`src/vid_consts.svh`:
```
`ifndef VID_CONSTS_SVH
`define VID_CONSTS_SVH

// Screen geometry in pixels and lines
`define H_ACTIVE    32
`define H_TOTAL     48
`define V_ACTIVE    24
`define V_TOTAL     28

// Horizontal sync window with both ends included
`define HS_START    36
`define HS_END      39

// Vertical sync window with both ends included
`define VS_START    25
`define VS_END      26

// Sprite table size and sprites per line
`define NUM_SPRITES 8
`define NUM_SLOTS   4

`endif
```
`src/vid_pkg.sv`:
```
`default_nettype none

package vid_pkg;

    // Beam position as presented by the timing generator
    typedef struct packed {
        logic [7:0] h;      // Pixel within the line
        logic [7:0] v;      // Line within the frame
        logic       hb;
        logic       vb;
        logic       hs;
        logic       vs;
    } beam_t;

    // Blanking and sync flags at the video output
    typedef struct packed {
        logic hb;
        logic vb;
        logic hs;
        logic vs;
    } sync_t;

    typedef struct packed {
        logic [7:0] y;      // Top line
        logic [7:0] x;      // Left pixel
        logic [7:0] mask;   // Bit 0 is the leftmost pixel
        logic [2:0] col;
    } spr_attr_t;

    typedef struct packed {
        logic       opaque;
        logic [2:0] col;
    } slot_pix_t;

    // 3-3-2 colour with red in the top bits
    typedef struct packed {
        logic [2:0] r;
        logic [2:0] g;
        logic [1:0] b;
    } rgb_t;

endpackage

`default_nettype wire

```
`src/vid_top.sv`:
```
`timescale 1ns/1ps
`default_nettype none

`include "vid_consts.svh"

module vid_top (
    input  wire logic       clk,
    input  wire logic       rst_n,
    input  wire logic       pxl_cen,
    input  wire logic       cpu_we,
    input  wire logic [4:0] cpu_addr,
    input  wire logic [7:0] cpu_din,
    input  wire logic       prom_we,
    input  wire logic [3:0] prog_addr,
    input  wire logic [7:0] prom_din,
    output vid_pkg::rgb_t   rgb,
    output vid_pkg::sync_t  sync
);

vid_pkg::beam_t                         beam;
vid_pkg::spr_attr_t                     slot_attr;
vid_pkg::slot_pix_t [`NUM_SLOTS-1:0]    slot_pix;
logic [`NUM_SLOTS-1:0]                  slot_valid;
logic [`NUM_SLOTS-1:0]                  slot_ready;

vid_timing u_timing (
    .clk        ( clk        ),
    .rst_n      ( rst_n      ),
    .pxl_cen    ( pxl_cen    ),
    .beam       ( beam       )
);

obj_scan u_scan (
    .clk        ( clk        ),
    .rst_n      ( rst_n      ),
    .beam       ( beam       ),
    .cpu_we     ( cpu_we     ),
    .cpu_addr   ( cpu_addr   ),
    .cpu_din    ( cpu_din    ),
    .slot_valid ( slot_valid ),
    .slot_ready ( slot_ready ),
    .slot_attr  ( slot_attr  )     // Shared by every slot
);

for (genvar k = 0; k < `NUM_SLOTS; k++) begin : g_slot
    obj_slot u_slot (
        .clk        ( clk           ),
        .rst_n      ( rst_n         ),
        .pxl_cen    ( pxl_cen       ),
        .beam       ( beam          ),
        .load_valid ( slot_valid[k] ),
        .load_ready ( slot_ready[k] ),
        .attr       ( slot_attr     ),
        .pix        ( slot_pix[k]   )
    );
end

vid_colmix u_colmix (
    .clk        ( clk        ),
    .rst_n      ( rst_n      ),
    .pxl_cen    ( pxl_cen    ),
    .beam       ( beam       ),
    .slot_pix   ( slot_pix   ),
    .prom_we    ( prom_we    ),
    .prog_addr  ( prog_addr  ),
    .prom_din   ( prom_din   ),
    .rgb        ( rgb        ),
    .sync       ( sync       )
);

endmodule

`default_nettype wire

```
`src/vid_colmix.sv`:
```
`timescale 1ns/1ps
`default_nettype none

`include "vid_consts.svh"

module vid_colmix (
    input  wire logic                                   clk,
    input  wire logic                                   rst_n,
    input  wire logic                                   pxl_cen,
    input  wire vid_pkg::beam_t                         beam,
    input  wire vid_pkg::slot_pix_t [`NUM_SLOTS-1:0]    slot_pix,
    input  wire logic                                   prom_we,
    input  wire logic [3:0]                             prog_addr,
    input  wire logic [7:0]                             prom_din,
    output vid_pkg::rgb_t                               rgb,
    output vid_pkg::sync_t                              sync
);

vid_pkg::rgb_t  pal [16];   // 0 is background and 8..15 are sprite colours
vid_pkg::sync_t flags_q;    // Flags lined up with slot_pix

logic [3:0] pal_idx;
logic       blank;

always_ff @(posedge clk) begin
    if (prom_we) pal[prog_addr] <= vid_pkg::rgb_t'(prom_din);
end

// Lowest opaque slot wins
always_comb begin
    pal_idx = 4'd0;
    for (int i = `NUM_SLOTS - 1; i >= 0; i--) begin
        if (slot_pix[i].opaque) begin
            pal_idx = {1'b1, slot_pix[i].col};
        end
    end
end

assign blank = flags_q.hb || flags_q.vb;

always_ff @(posedge clk) begin
    if (!rst_n) begin
        flags_q <= '0;
        sync    <= '0;
        rgb     <= '0;
    end else if (pxl_cen) begin
        flags_q.hb <= beam.hb;
        flags_q.vb <= beam.vb;
        flags_q.hs <= beam.hs;
        flags_q.vs <= beam.vs;
        sync       <= flags_q;                  // Second delay stage
        rgb        <= blank ? '0 : pal[pal_idx];
    end
end

endmodule

`default_nettype wire

```
`src/obj_slot.sv`:
```
`timescale 1ns/1ps
`default_nettype none

module obj_slot (
    input  wire logic               clk,
    input  wire logic               rst_n,
    input  wire logic               pxl_cen,
    input  wire vid_pkg::beam_t     beam,
    input  wire logic               load_valid,
    output logic                    load_ready,
    input  wire vid_pkg::spr_attr_t attr,
    output vid_pkg::slot_pix_t      pix
);

vid_pkg::spr_attr_t attr_q;

logic       hb_q;
logic       full;
logic [7:0] dx;
logic       opaque;

assign load_ready = !full;              // Accepts only while empty
assign dx         = beam.h - attr_q.x;  // Offset into the sprite, modulo 256
assign opaque     = full && !beam.hb && (dx < 8'd8) && attr_q.mask[dx[2:0]];

always_ff @(posedge clk) begin
    if (!rst_n) begin
        hb_q <= 1'b0;
        full <= 1'b0;
        pix  <= '0;
    end else begin
        hb_q <= beam.hb;
        if (beam.hb && !hb_q) begin
            full <= 1'b0;               // Line over so the slot is free again
        end else if (load_valid && load_ready) begin
            full <= 1'b1;
        end
        if (pxl_cen) begin
            pix.opaque <= opaque;
            pix.col    <= attr_q.col;
        end
    end
end

always_ff @(posedge clk) begin
    if (load_valid && load_ready) attr_q <= attr;
end

endmodule

`default_nettype wire

```
`src/obj_scan.sv`:
```
`timescale 1ns/1ps
`default_nettype none

`include "vid_consts.svh"

module obj_scan (
    input  wire logic                   clk,
    input  wire logic                   rst_n,
    input  wire vid_pkg::beam_t         beam,
    input  wire logic                   cpu_we,
    input  wire logic [4:0]             cpu_addr,
    input  wire logic [7:0]             cpu_din,
    output logic [`NUM_SLOTS-1:0]       slot_valid,
    input  wire logic [`NUM_SLOTS-1:0]  slot_ready,
    output vid_pkg::spr_attr_t          slot_attr
);

localparam int IW = $clog2(`NUM_SPRITES);
localparam int SW = $clog2(`NUM_SLOTS);

vid_pkg::spr_attr_t tbl [`NUM_SPRITES];

logic          hb_q;
logic          hb_rise;
logic          scanning;
logic [IW-1:0] idx;     // Table entry under test
logic [SW-1:0] nslot;   // Next free slot
logic [7:0]    tgt;
logic [7:0]    dy;
logic          hit;
logic          xfer;
logic          can_eval;

// CPU writes one byte of an entry
always_ff @(posedge clk) begin
    if (cpu_we) begin
        case (cpu_addr[1:0])
            2'd0:    tbl[cpu_addr[4:2]].y    <= cpu_din;
            2'd1:    tbl[cpu_addr[4:2]].x    <= cpu_din;
            2'd2:    tbl[cpu_addr[4:2]].mask <= cpu_din;
            default: tbl[cpu_addr[4:2]].col  <= cpu_din[2:0];
        endcase
    end
end

assign hb_rise = beam.hb && !hb_q;
assign tgt     = (beam.v == 8'(`V_TOTAL - 1)) ? 8'd0 : beam.v + 8'd1;
assign dy      = tgt - tbl[idx].y;  // Wraps modulo 256
assign hit     = dy < 8'd8;
assign xfer    = |(slot_valid & slot_ready);

// A new entry is looked at only once the previous hit has gone out
assign can_eval = scanning && !hb_rise && (!(|slot_valid) || xfer);

always_ff @(posedge clk) begin
    if (!rst_n) begin
        hb_q       <= 1'b0;
        scanning   <= 1'b0;
        idx        <= '0;
        nslot      <= '0;
        slot_valid <= '0;
    end else begin
        hb_q <= beam.hb;
        if (hb_rise) begin
            scanning   <= 1'b1;
            idx        <= '0;
            nslot      <= '0;
            slot_valid <= '0;
        end else begin
            if (xfer) slot_valid <= '0;
            if (can_eval) begin
                if (hit) begin
                    slot_valid <= {{(`NUM_SLOTS-1){1'b0}}, 1'b1} << nslot;
                    nslot      <= nslot + 1'b1;
                end
                // Stop at table end or once the last slot is taken
                if (idx == IW'(`NUM_SPRITES - 1) || (hit && nslot == SW'(`NUM_SLOTS - 1))) begin
                    scanning <= 1'b0;
                end
                idx <= idx + 1'b1;
            end
        end
    end
end

always_ff @(posedge clk) begin
    if (can_eval && hit) slot_attr <= tbl[idx];     // Held until the transfer
end

endmodule

`default_nettype wire

```
`src/vid_timing.sv`:
```
`timescale 1ns/1ps
`default_nettype none

`include "vid_consts.svh"

module vid_timing (
    input  wire logic           clk,
    input  wire logic           rst_n,
    input  wire logic           pxl_cen,
    output vid_pkg::beam_t      beam
);

logic [7:0] h_nxt;
logic [7:0] v_nxt;
logic       h_last;
logic       v_last;

assign h_last = beam.h == 8'(`H_TOTAL - 1);
assign v_last = beam.v == 8'(`V_TOTAL - 1);

always_comb begin
    h_nxt = h_last ? 8'd0 : beam.h + 8'd1;
    v_nxt = beam.v;
    if (h_last) begin
        v_nxt = v_last ? 8'd0 : beam.v + 8'd1;  // Line steps on h wrap
    end
end

// Flags come from the next counter values so they change with the position
always_ff @(posedge clk) begin
    if (!rst_n) begin
        beam <= '0;
    end else if (pxl_cen) begin
        beam.h  <= h_nxt;
        beam.v  <= v_nxt;
        beam.hb <= h_nxt >= 8'(`H_ACTIVE);
        beam.vb <= v_nxt >= 8'(`V_ACTIVE);
        beam.hs <= (h_nxt >= 8'(`HS_START)) && (h_nxt <= 8'(`HS_END));
        beam.vs <= (v_nxt >= 8'(`VS_START)) && (v_nxt <= 8'(`VS_END));
    end
end

endmodule

`default_nettype wire

```
`config.mk`:
```
export PLATFORM = sky130hd
export DESIGN_NAME = vid_top
export DESIGN_NICKNAME = d
export VERILOG_FILES = /design/src/vid_pkg.sv /design/src/vid_top.sv /design/src/vid_colmix.sv /design/src/obj_slot.sv /design/src/obj_scan.sv /design/src/vid_timing.sv
export VERILOG_INCLUDE_DIRS = /design/src
export SDC_FILE = /design/constraint.sdc
export NUM_CORES = 1
export LEC_CHECK = 0
export ABC_AREA = 0
export BUFFER_PORTS_ARGS = -buffer_cell sky130_fd_sc_hd__buf_2
export CORE_MARGIN = 2
export CORE_UTILIZATION = 45
export CTS_CLUSTER_SIZE = 12
export DETAILED_ROUTE_END_ITERATION = 8
export GPL_ROUTABILITY_DRIVEN = 0
export PLACE_DENSITY_LB_ADDON = 0.2
export SETUP_SLACK_MARGIN = 0.05
export SYNTH_ARGS = -nofsm -noshare
export SYNTH_HDL_FRONTEND = slang
export SYNTH_SLANG_ARGS = --single-unit
```
`constraint.sdc`:
```
create_clock -name clk -period 4.7 [get_ports clk]
set_input_delay 0.705 -clock clk [delete_from_list [all_inputs] [get_ports clk]]
set_output_delay 0.705 -clock clk [all_outputs]
set_load 0.05 [all_outputs]
```
==> metrics.md, run 1 <==
| Metric | Value |
|---|---|
| Status | `complete, no violations` |
| Power per cell area | `396 nW/um^2` |
| Worst slack, placed | `0.858 ns` |
| Post-CTS Resized | `0` |
| DR WL/cell | `20.5 um` |
| Register area share after synthesis | `69.0%` |
| Crit start category | `flip-flop` |
| Core area | `41000 sq um` |
| Fin crit share | `81.1%` |
| Final nets | `1340` |
| Min Tclk post-route | `3.81 ns` |
| Crit Path Category | `flip-flop to flip-flop` |
| DRT Pass-1 Iters | `5` |
| Largest net degree at the start of global routing | `49` |
| Yosys warns | `0` |
| RSZ-0062 raised after global routing | `no` |
| Vias in the first global route | `9917` |
| CTS Hold Bufs | `0` |
| HPWL Detailed | `24300 um` |
| CP Cell Sequence | `ha_1, inv_1, nor4_1, nor2_1, ha_1, a311oi_1, a32oi_1, a211o_1, and3_1, xor2_1, nor4_4, buf_4, a221oi_1, o21a_1` |
| Deepest clock path buffer count | `3` |
| IO Port Bufs | `41` |
| First-pass GRT wire length | `59000 um` |
| P_leak | `7.42 nW` |
| Setup Skew | `0.0216 ns` |
| Final TNS setup | `0 ns` |
| Hold depth | `1` |
| Share of cells above drive strength 1 | `16.1%` |
| Max_slew headroom | `30.7%` |
| Syn_area_per_cell | `15.6 sq um` |
| Number of synthesized flops with an enable pin | `384` |
| H-tree levels | `2` |
| Worst Tran Pin Value | `1.04 ns` |
| Slowest CP cell | `nor4_1` |
| Cell accounting for the most synthesized area | `edfxtp_1` |
| GRT Total Usage | `17.9%` |
| Ys flop type | `edfxtp_1` |
| I/O pins | `42` |
| CP peak stage delay | `0.45 ns` |
| Max-cap violations | `0` |
| Synth unique cells | `59` |
| Die Y | `208 um` |
| Top-area cell type share of the netlist area | `61.5%` |
| Root Buffer | `clkbuf_16` |
| Ranking of synthesized cells by area | `edfxtp_1 61%, mux4_2 8.2%, dfxtp_1 7.5%, mux2i_1 3.4%, ha_1 2.8%` |
| TritonCTS Sinks | `454` |
| Post-route ant nets | `0` |
| Final Max Tran Viols | `0` |
| Vias per std cell | `5.41` |
| HP Class | `input pin to flip-flop` |
| Register bit total from synthesis | `454` |
| DRC | `0` |
| Peak VDD IR | `0.389 mV` |
| GRT overflow | `0` |
| Initial detailed-routing violation count | `709` |
| Non-filler cells, final | `1836` |
| Placed cells | `1747` |
| Worst-Skew Late Latency | `0.58 ns` |
| Worst R2R Path Depth | `14` |
| Setup violations, final | `0` |
| Setup WS post-layout | `0.888 ns` |
| Synth-to-layout area growth | `12.6%` |
| Worst EP arrival | `4.29 ns` |
| Die W | `208 um` |
| Final WL | `37600 um` |
| FILL cells | `3419` |
| Initial Utilization | `45.7%` |
| Die Area | `43300 sq um` |
| Post-CTS Setup Bufs | `0` |
| Mapped Area | `18800 sq um` |
| Post-Syn Instances | `1202` |
| Critical Path End Type | `flip-flop` |
| TritonCTS clock tree | `yes` |
| CP Max Fanout | `26` |
| Clock-pin slew on the worst setup and hold paths | `0.06 ns` |
| FFs w/ async S/R, synth | `0%` |
| Initial antenna violation count | `0` |
| Post-synthesis net count | `1278` |
| Cell mode on critical path | `ha_1` |
| Crit path required time | `5.18 ns` |
| Vias | `9932` |
| FMAX | `262 MHz` |
| CTS Buf Count | `47` |
| Number of placement rows | `74` |
| Count of final hold-check violations | `0` |
[state kept, by name, indices dropped and copies added, names as in the netlist, named ones only]
signal,flops
u_scan.idx,3
u_timing.beam,20
u_scan.scanning,1
u_colmix.flags_q,4
u_scan.nslot,2
u_scan.tbl,216
u_colmix.sync,4
u_scan.slot_attr,19
g_slot.u_slot.pix,16
g_slot.u_slot.attr_q,76
u_scan.slot_valid,4
u_colmix.pal,73
u_colmix.rgb,8
g_slot.u_slot.hb_q,1
g_slot.u_slot.full,4
[path summary, 6_finish.rpt]
| kind | endpoint | slack (ns) | startpoint |
|---|---|---|---|
| max | u_scan.scanning | 0.89 | u_timing.beam[5] |
| min | u_colmix.pal[13][5] | 0.42 | prom_din[5] |
| max reg2reg | u_scan.scanning | 0.89 | u_timing.beam[5] |
| min reg2reg | u_colmix.rgb[6] | 0.46 | u_colmix.rgb[6] |
[cell usage after synthesis (all sizes together), types with 4 or more instances]
library cell	n
ha	42
dfxtp	70
a21o	6
edfxtp	384
a21boi	4
nand3	16
mux4	68
fa	4
o21a	8
mux2i	63
and2	9
xor2	11
or3	5
o21ai	28
o211ai	4
xnor2	26
nand2	90
nor2b	42
nand2b	11
nor2	88
clkbuf	31
a22oi	14
nor3	13
a21oi	51
nand3b	7
inv	45
buf	14
nor4	6
[layer usage]
metal | vias up | part of all wire (%) | global-route usage [%] | wire, um
li1 | 4695 | - | - | -
met1 | 4970 | 46 | 25.0 | 17200
met2 | 208 | 47 | 28.8 | 17800
met3 | 59 | 4.7 | 3.40 | 1780
met4 | 0 | 2.1 | 5.09 | 794
met5 | - | 0 | 0 | 0
[cells by family (layout without fill, tap and decap cells)]
logic type	Yosys count	in the layout	share of synthesized area, %
and+or+nand+nor	302	302	7.75
xor gates and xnor gates	38	38	1.85
DFF	454	454	69.0
adders and majority gates	46	46	3.23
AOI/OAI and AO/OA	139	139	4.72
muxes	132	132	11.6
buffers and inverters	91	192	1.89
other	0	1	0
[area by class of cell]
cell class | instances | area [sq um] | area share [%]
diodes | 1 | 2.50 | 0.0119
clock buffers | 80 | 1420 | 6.74
clock inverters | 8 | 82.6 | 0.391
inverters | 46 | 173 | 0.818
multi-input cells | 657 | 5500 | 26.0
flip-flops and latches | 454 | 12900 | 61.3
well taps | 532 | 666 | 3.15
repair buffers | 58 | 333 | 1.58
[placed cells by master (no fill, tap or decap), types with 6 or more instances in the layout]
master     netlist  routed
edfxtp_1       384     384
nand2_1         90      90
nor2_1          88      88
mux4_2          68      68
dfxtp_1         70      68
mux2i_1         63      62
a21oi_1         51      50
clkbuf_16        0      49
inv_1           45      45
ha_1            42      42
buf_2            5      41
nor2b_1         42      38
o21ai_0         28      28
xnor2_1         26      26
clkbuf_1        31      23
buf_4            0      17
nand3_1         16      16
a22oi_1         14      14
nor3_1          13      12
nand2b_1        11      11
xor2_1          11      11
and2_1           9       9
o21a_1           8       8
clkbuf_8         0       8
nand3b_1         7       7
a21o_1           6       6
[power by group]
| group | internal, mW | switching, mW | leakage, nW |
|---|---|---|---|
| Combinational | 0.128 | 0.194 | 2.66 |
| Clock | 2.11 | 1.50 | 0.734 |
| Sequential | 4.40 | 0.0271 | 4.03 |
[worst max-delay path, delay by kind of cell, from the launching register on]
kind / cells / cell delay [ns]
AO/OA/AOI/OAI: 5 / 1.14
XOR/XNOR: 1 / 0.16
adder cells (fa/ha/maj): 2 / 0.53
buffers and inverters: 2 / 0.43
flip-flops: 1 / 0.40
AND/OR/NAND/NOR: 4 / 1.05
[per-stage QoR]
step | total power, mW | hold slack [ns] | utilization, % | instance area [sq um]
finish | 8.37 | 0.419 | 51.5 | 21100
global route | 8.64 | 0.409 | 51.5 | 21100
CTS | 8.46 | 0.393 | 51.5 | 21100
detailed placement | 4.84 | 0.455 | 47.8 | 19600
global placement | 4.84 | 0.455 | 47.8 | 19600
floorplan | 4.71 | 0.459 | - | 18800
(Power assumes the default switching activity.)
==> run 2: changes to the inputs <==
==> constraint.sdc (replaced) <==
create_clock -name clk -period 3.7 [get_ports clk]
set_input_delay 0.555 -clock clk [delete_from_list [all_inputs] [get_ports clk]]
set_output_delay 0.555 -clock clk [all_outputs]
set_load 0.05 [all_outputs]
==> metrics.md, run 2 (synthesis results as in run 1) <==
| Metric | Value |
|---|---|
| Status | `complete, no violations` |
| Max reg flops | `216 (unchanged)` |
| Root Buffer | `clkbuf_16` |
| Commonest cells after routing, fill and taps aside | `384 x edfxtp_1, 90 x nand2_1, 88 x nor2_1` |
| Clock-pin slew on the worst setup and hold paths | `0.06 ns (about the same)` |
| Leading cell type in the layout, fill and taps excluded | `edfxtp_1` |
| Share of cells above drive strength 1 | `17.0% (+0.87 points)` |
| CP Cell Sequence | `or3_4, nor4_4, nor2_1, ha_1, a311oi_2, a32oi_2, a211o_1, and3_4, xor2_2, nor4_4, buf_12, a221oi_1, o21a_1` |
| CP Max Fanout | `26 (unchanged)` |
| Post-route ant nets | `0 (unchanged)` |
| Count of final hold-check violations | `0 (unchanged)` |
| Hold depth | `1 (unchanged)` |
| Comb pwr share | `4.1% (+0.3 points)` |
| Crit start category | `flip-flop` |
| Peak VDD IR | `0.402 mV (+3.2%)` |
| TritonCTS Sinks | `454 (unchanged)` |
| Vias | `9911 (-0.21%)` |
| Slowest CP cell | `or3_4` |
| Crit path required time | `4.16 ns (-1.02 ns)` |
| Number of placement rows | `74 (unchanged)` |
| WHS Endpoint | `u_colmix.pal[12][2]` |
| Worst EP arrival | `3.88 ns (-0.41 ns)` |
| Worst Hold Launch | `prom_din[2]` |
| Worst-Skew Late Latency | `0.57 ns (about the same)` |
| DRT Pass-1 Iters | `7 (+2)` |
| Deepest clock path buffer count | `3 (unchanged)` |
| Synth-to-layout area growth | `12.6% (about the same)` |
| Setup crit start | `u_timing.beam[11]` |
| Reg power frac | `54.6% (+1.7 points)` |
| Final Max Tran Viols | `0 (unchanged)` |
| Core area | `41000 sq um (unchanged)` |
| CTS Hold Bufs | `0 (unchanged)` |
| Total net switching power | `2.12 mW (+23%)` |
| Final TNS setup | `0 ns (unchanged)` |
| P_leak | `7.39 nW (-0.46%)` |
| Min Tclk post-route | `3.42 ns (-0.397 ns)` |
| Die W | `208 um (unchanged)` |
| RSZ-0062 raised after global routing | `no` |
| Worst r2r dst | `u_scan.scanning` |
| Initial antenna violation count | `0 (unchanged)` |
| Max-cap violations | `0 (unchanged)` |
| Clock share of power | `41.4% (-1.8 points)` |
| Max_slew headroom | `32.5% (+1.8 points)` |
| Vias in the first global route | `9964 (+0.47%)` |
| Critical Path End Type | `flip-flop` |
| Power per cell area | `488 nW/um^2 (+23%)` |
| Worst R2R Path Depth | `13 (-1)` |
| Worst r2r src | `u_timing.beam[11]` |
| Setup violations, final | `0 (unchanged)` |
| HPWL Detailed | `24000 um (-1.1%)` |
| IO Port Bufs | `41 (unchanged)` |
| Setup Skew | `0.0176 ns (-0.00397 ns)` |
| Final WL | `36900 um (-1.9%)` |
| H-tree levels | `2 (unchanged)` |
| Crit Path Category | `flip-flop to flip-flop` |
| Post-layout util | `51.5% (about the same)` |
| Sw Ratio | `20.6% (about the same)` |
| Worst Tran Pin Value | `1.01 ns (-0.0269 ns)` |
| Die Y | `208 um (unchanged)` |
| GRT overflow | `0 (unchanged)` |
| Worst reg-to-reg setup slack | `0.28 ns (-0.60 ns)` |
| I/O pins | `42 (unchanged)` |
| Die Area | `43300 sq um (unchanged)` |
| DR WL/cell | `20.1 um (-2.0%)` |
| CP peak stage delay | `0.41 ns (-0.04 ns)` |
| Internal Power | `8.18 mW (+23%)` |
| Fin crit share | `92.3% (+11 points)` |
| HP Class | `input pin to flip-flop` |
| Initial Utilization | `45.7% (unchanged)` |
| Final nets | `1347 (+0.52%)` |
| FMAX | `293 MHz (+12%)` |
| CTS Buf Count | `47 (unchanged)` |
| Initial detailed-routing violation count | `733 (+3.4%)` |
| Antenna Cells | `0 (-1)` |
| TritonCTS clock tree | `yes` |
| Cell mode on critical path | `nor4_4` |
| First-pass GRT wire length | `57800 um (-2.0%)` |
| Largest net degree at the start of global routing | `39 (-20%)` |
| DRC | `0 (unchanged)` |
| GRT Total Usage | `17.4% (-0.45 points)` |
| Vias per std cell | `5.39 (-0.37%)` |
==> run 2: changes by cell type in the layout (fill, tap and decap cells not counted), sizes merged <==
cell and change:
buf +7, clkbuf -5, clkinv +3, bufinv -1, clkinvlp +1, diode -1, inv -1
==> run 2: per-layer routing <==
layer  share of wire (%)  vias up  wire length, um  track usage [%]
met3                 4.2       50             1560             2.75
met2                  48      186            17600             28.5
met5                   0        -                0                0
li1                    -     4701                -                -
met4                 2.4        0              898             5.83
met1                  46     4974            16900             24.0
==> run 2: final cells by class <==
class,instances,area (sq um)
inverter,46,173
clock inverter,10,55.1
clock buffer,75,1310
multi-input combinational,657,5560
sequential,454,12900
timing repair buffer,65,402
fill,3377,19900
tap,532,666
==> run 2: worst max-delay path by stage <==
stage | to | slack (ns)
global placement | u_scan.scanning | 0.22
detailed placement | u_scan.scanning | 0.10
global route | u_scan.scanning | 0.09
floorplan | u_scan.scanning | -0.24
CTS | u_scan.scanning | 0.09
finish | u_scan.scanning | 0.28
==> run 2: per-stage QoR <==
stage	cell area, sq um	cells	hold slack, ns	setup slack [ns]	total power, mW
6_report	21100	1839	0.283	0.284	10.3
3_5_place_dp	19700	1754	0.468	0.100	6.15
2_1_floorplan	18800	1202	0.459	-0.241	6.00
4_1_cts	21100	1839	0.257	0.0916	10.4
3_3_place_gp	19700	1754	0.456	0.222	6.14
5_1_grt	21100	1839	0.271	0.0864	10.7
==> run 2: worst max-delay path: cells and delay by family (launching register included) <==
| family | cells | cell delay [ns] |
|---|---|---|
| flip-flops | 1 | 0.31 |
| adder cells (fa/ha/maj) | 1 | 0.24 |
| buffers and inverters | 1 | 0.22 |
| XOR/XNOR | 1 | 0.15 |
| AO/OA/AOI/OAI | 5 | 1.09 |
| AND/OR/NAND/NOR | 5 | 1.29 |
==> run 2: timing repair <==
item | CTS | global route
gates resized for setup | 0 | 7
buffers inserted | 0 | 0
setup endpoints to repair | 0 | 26
==> run 2: power by group through the flow <==
stage	Combinational, mW	Clock, mW	Sequential (mW)
floorplan	0.260	0	5.74
global placement	0.417	0	5.73
detailed placement	0.422	0	5.73
CTS	0.424	4.36	5.62
global route	0.460	4.57	5.63
finish	0.418	4.26	5.62
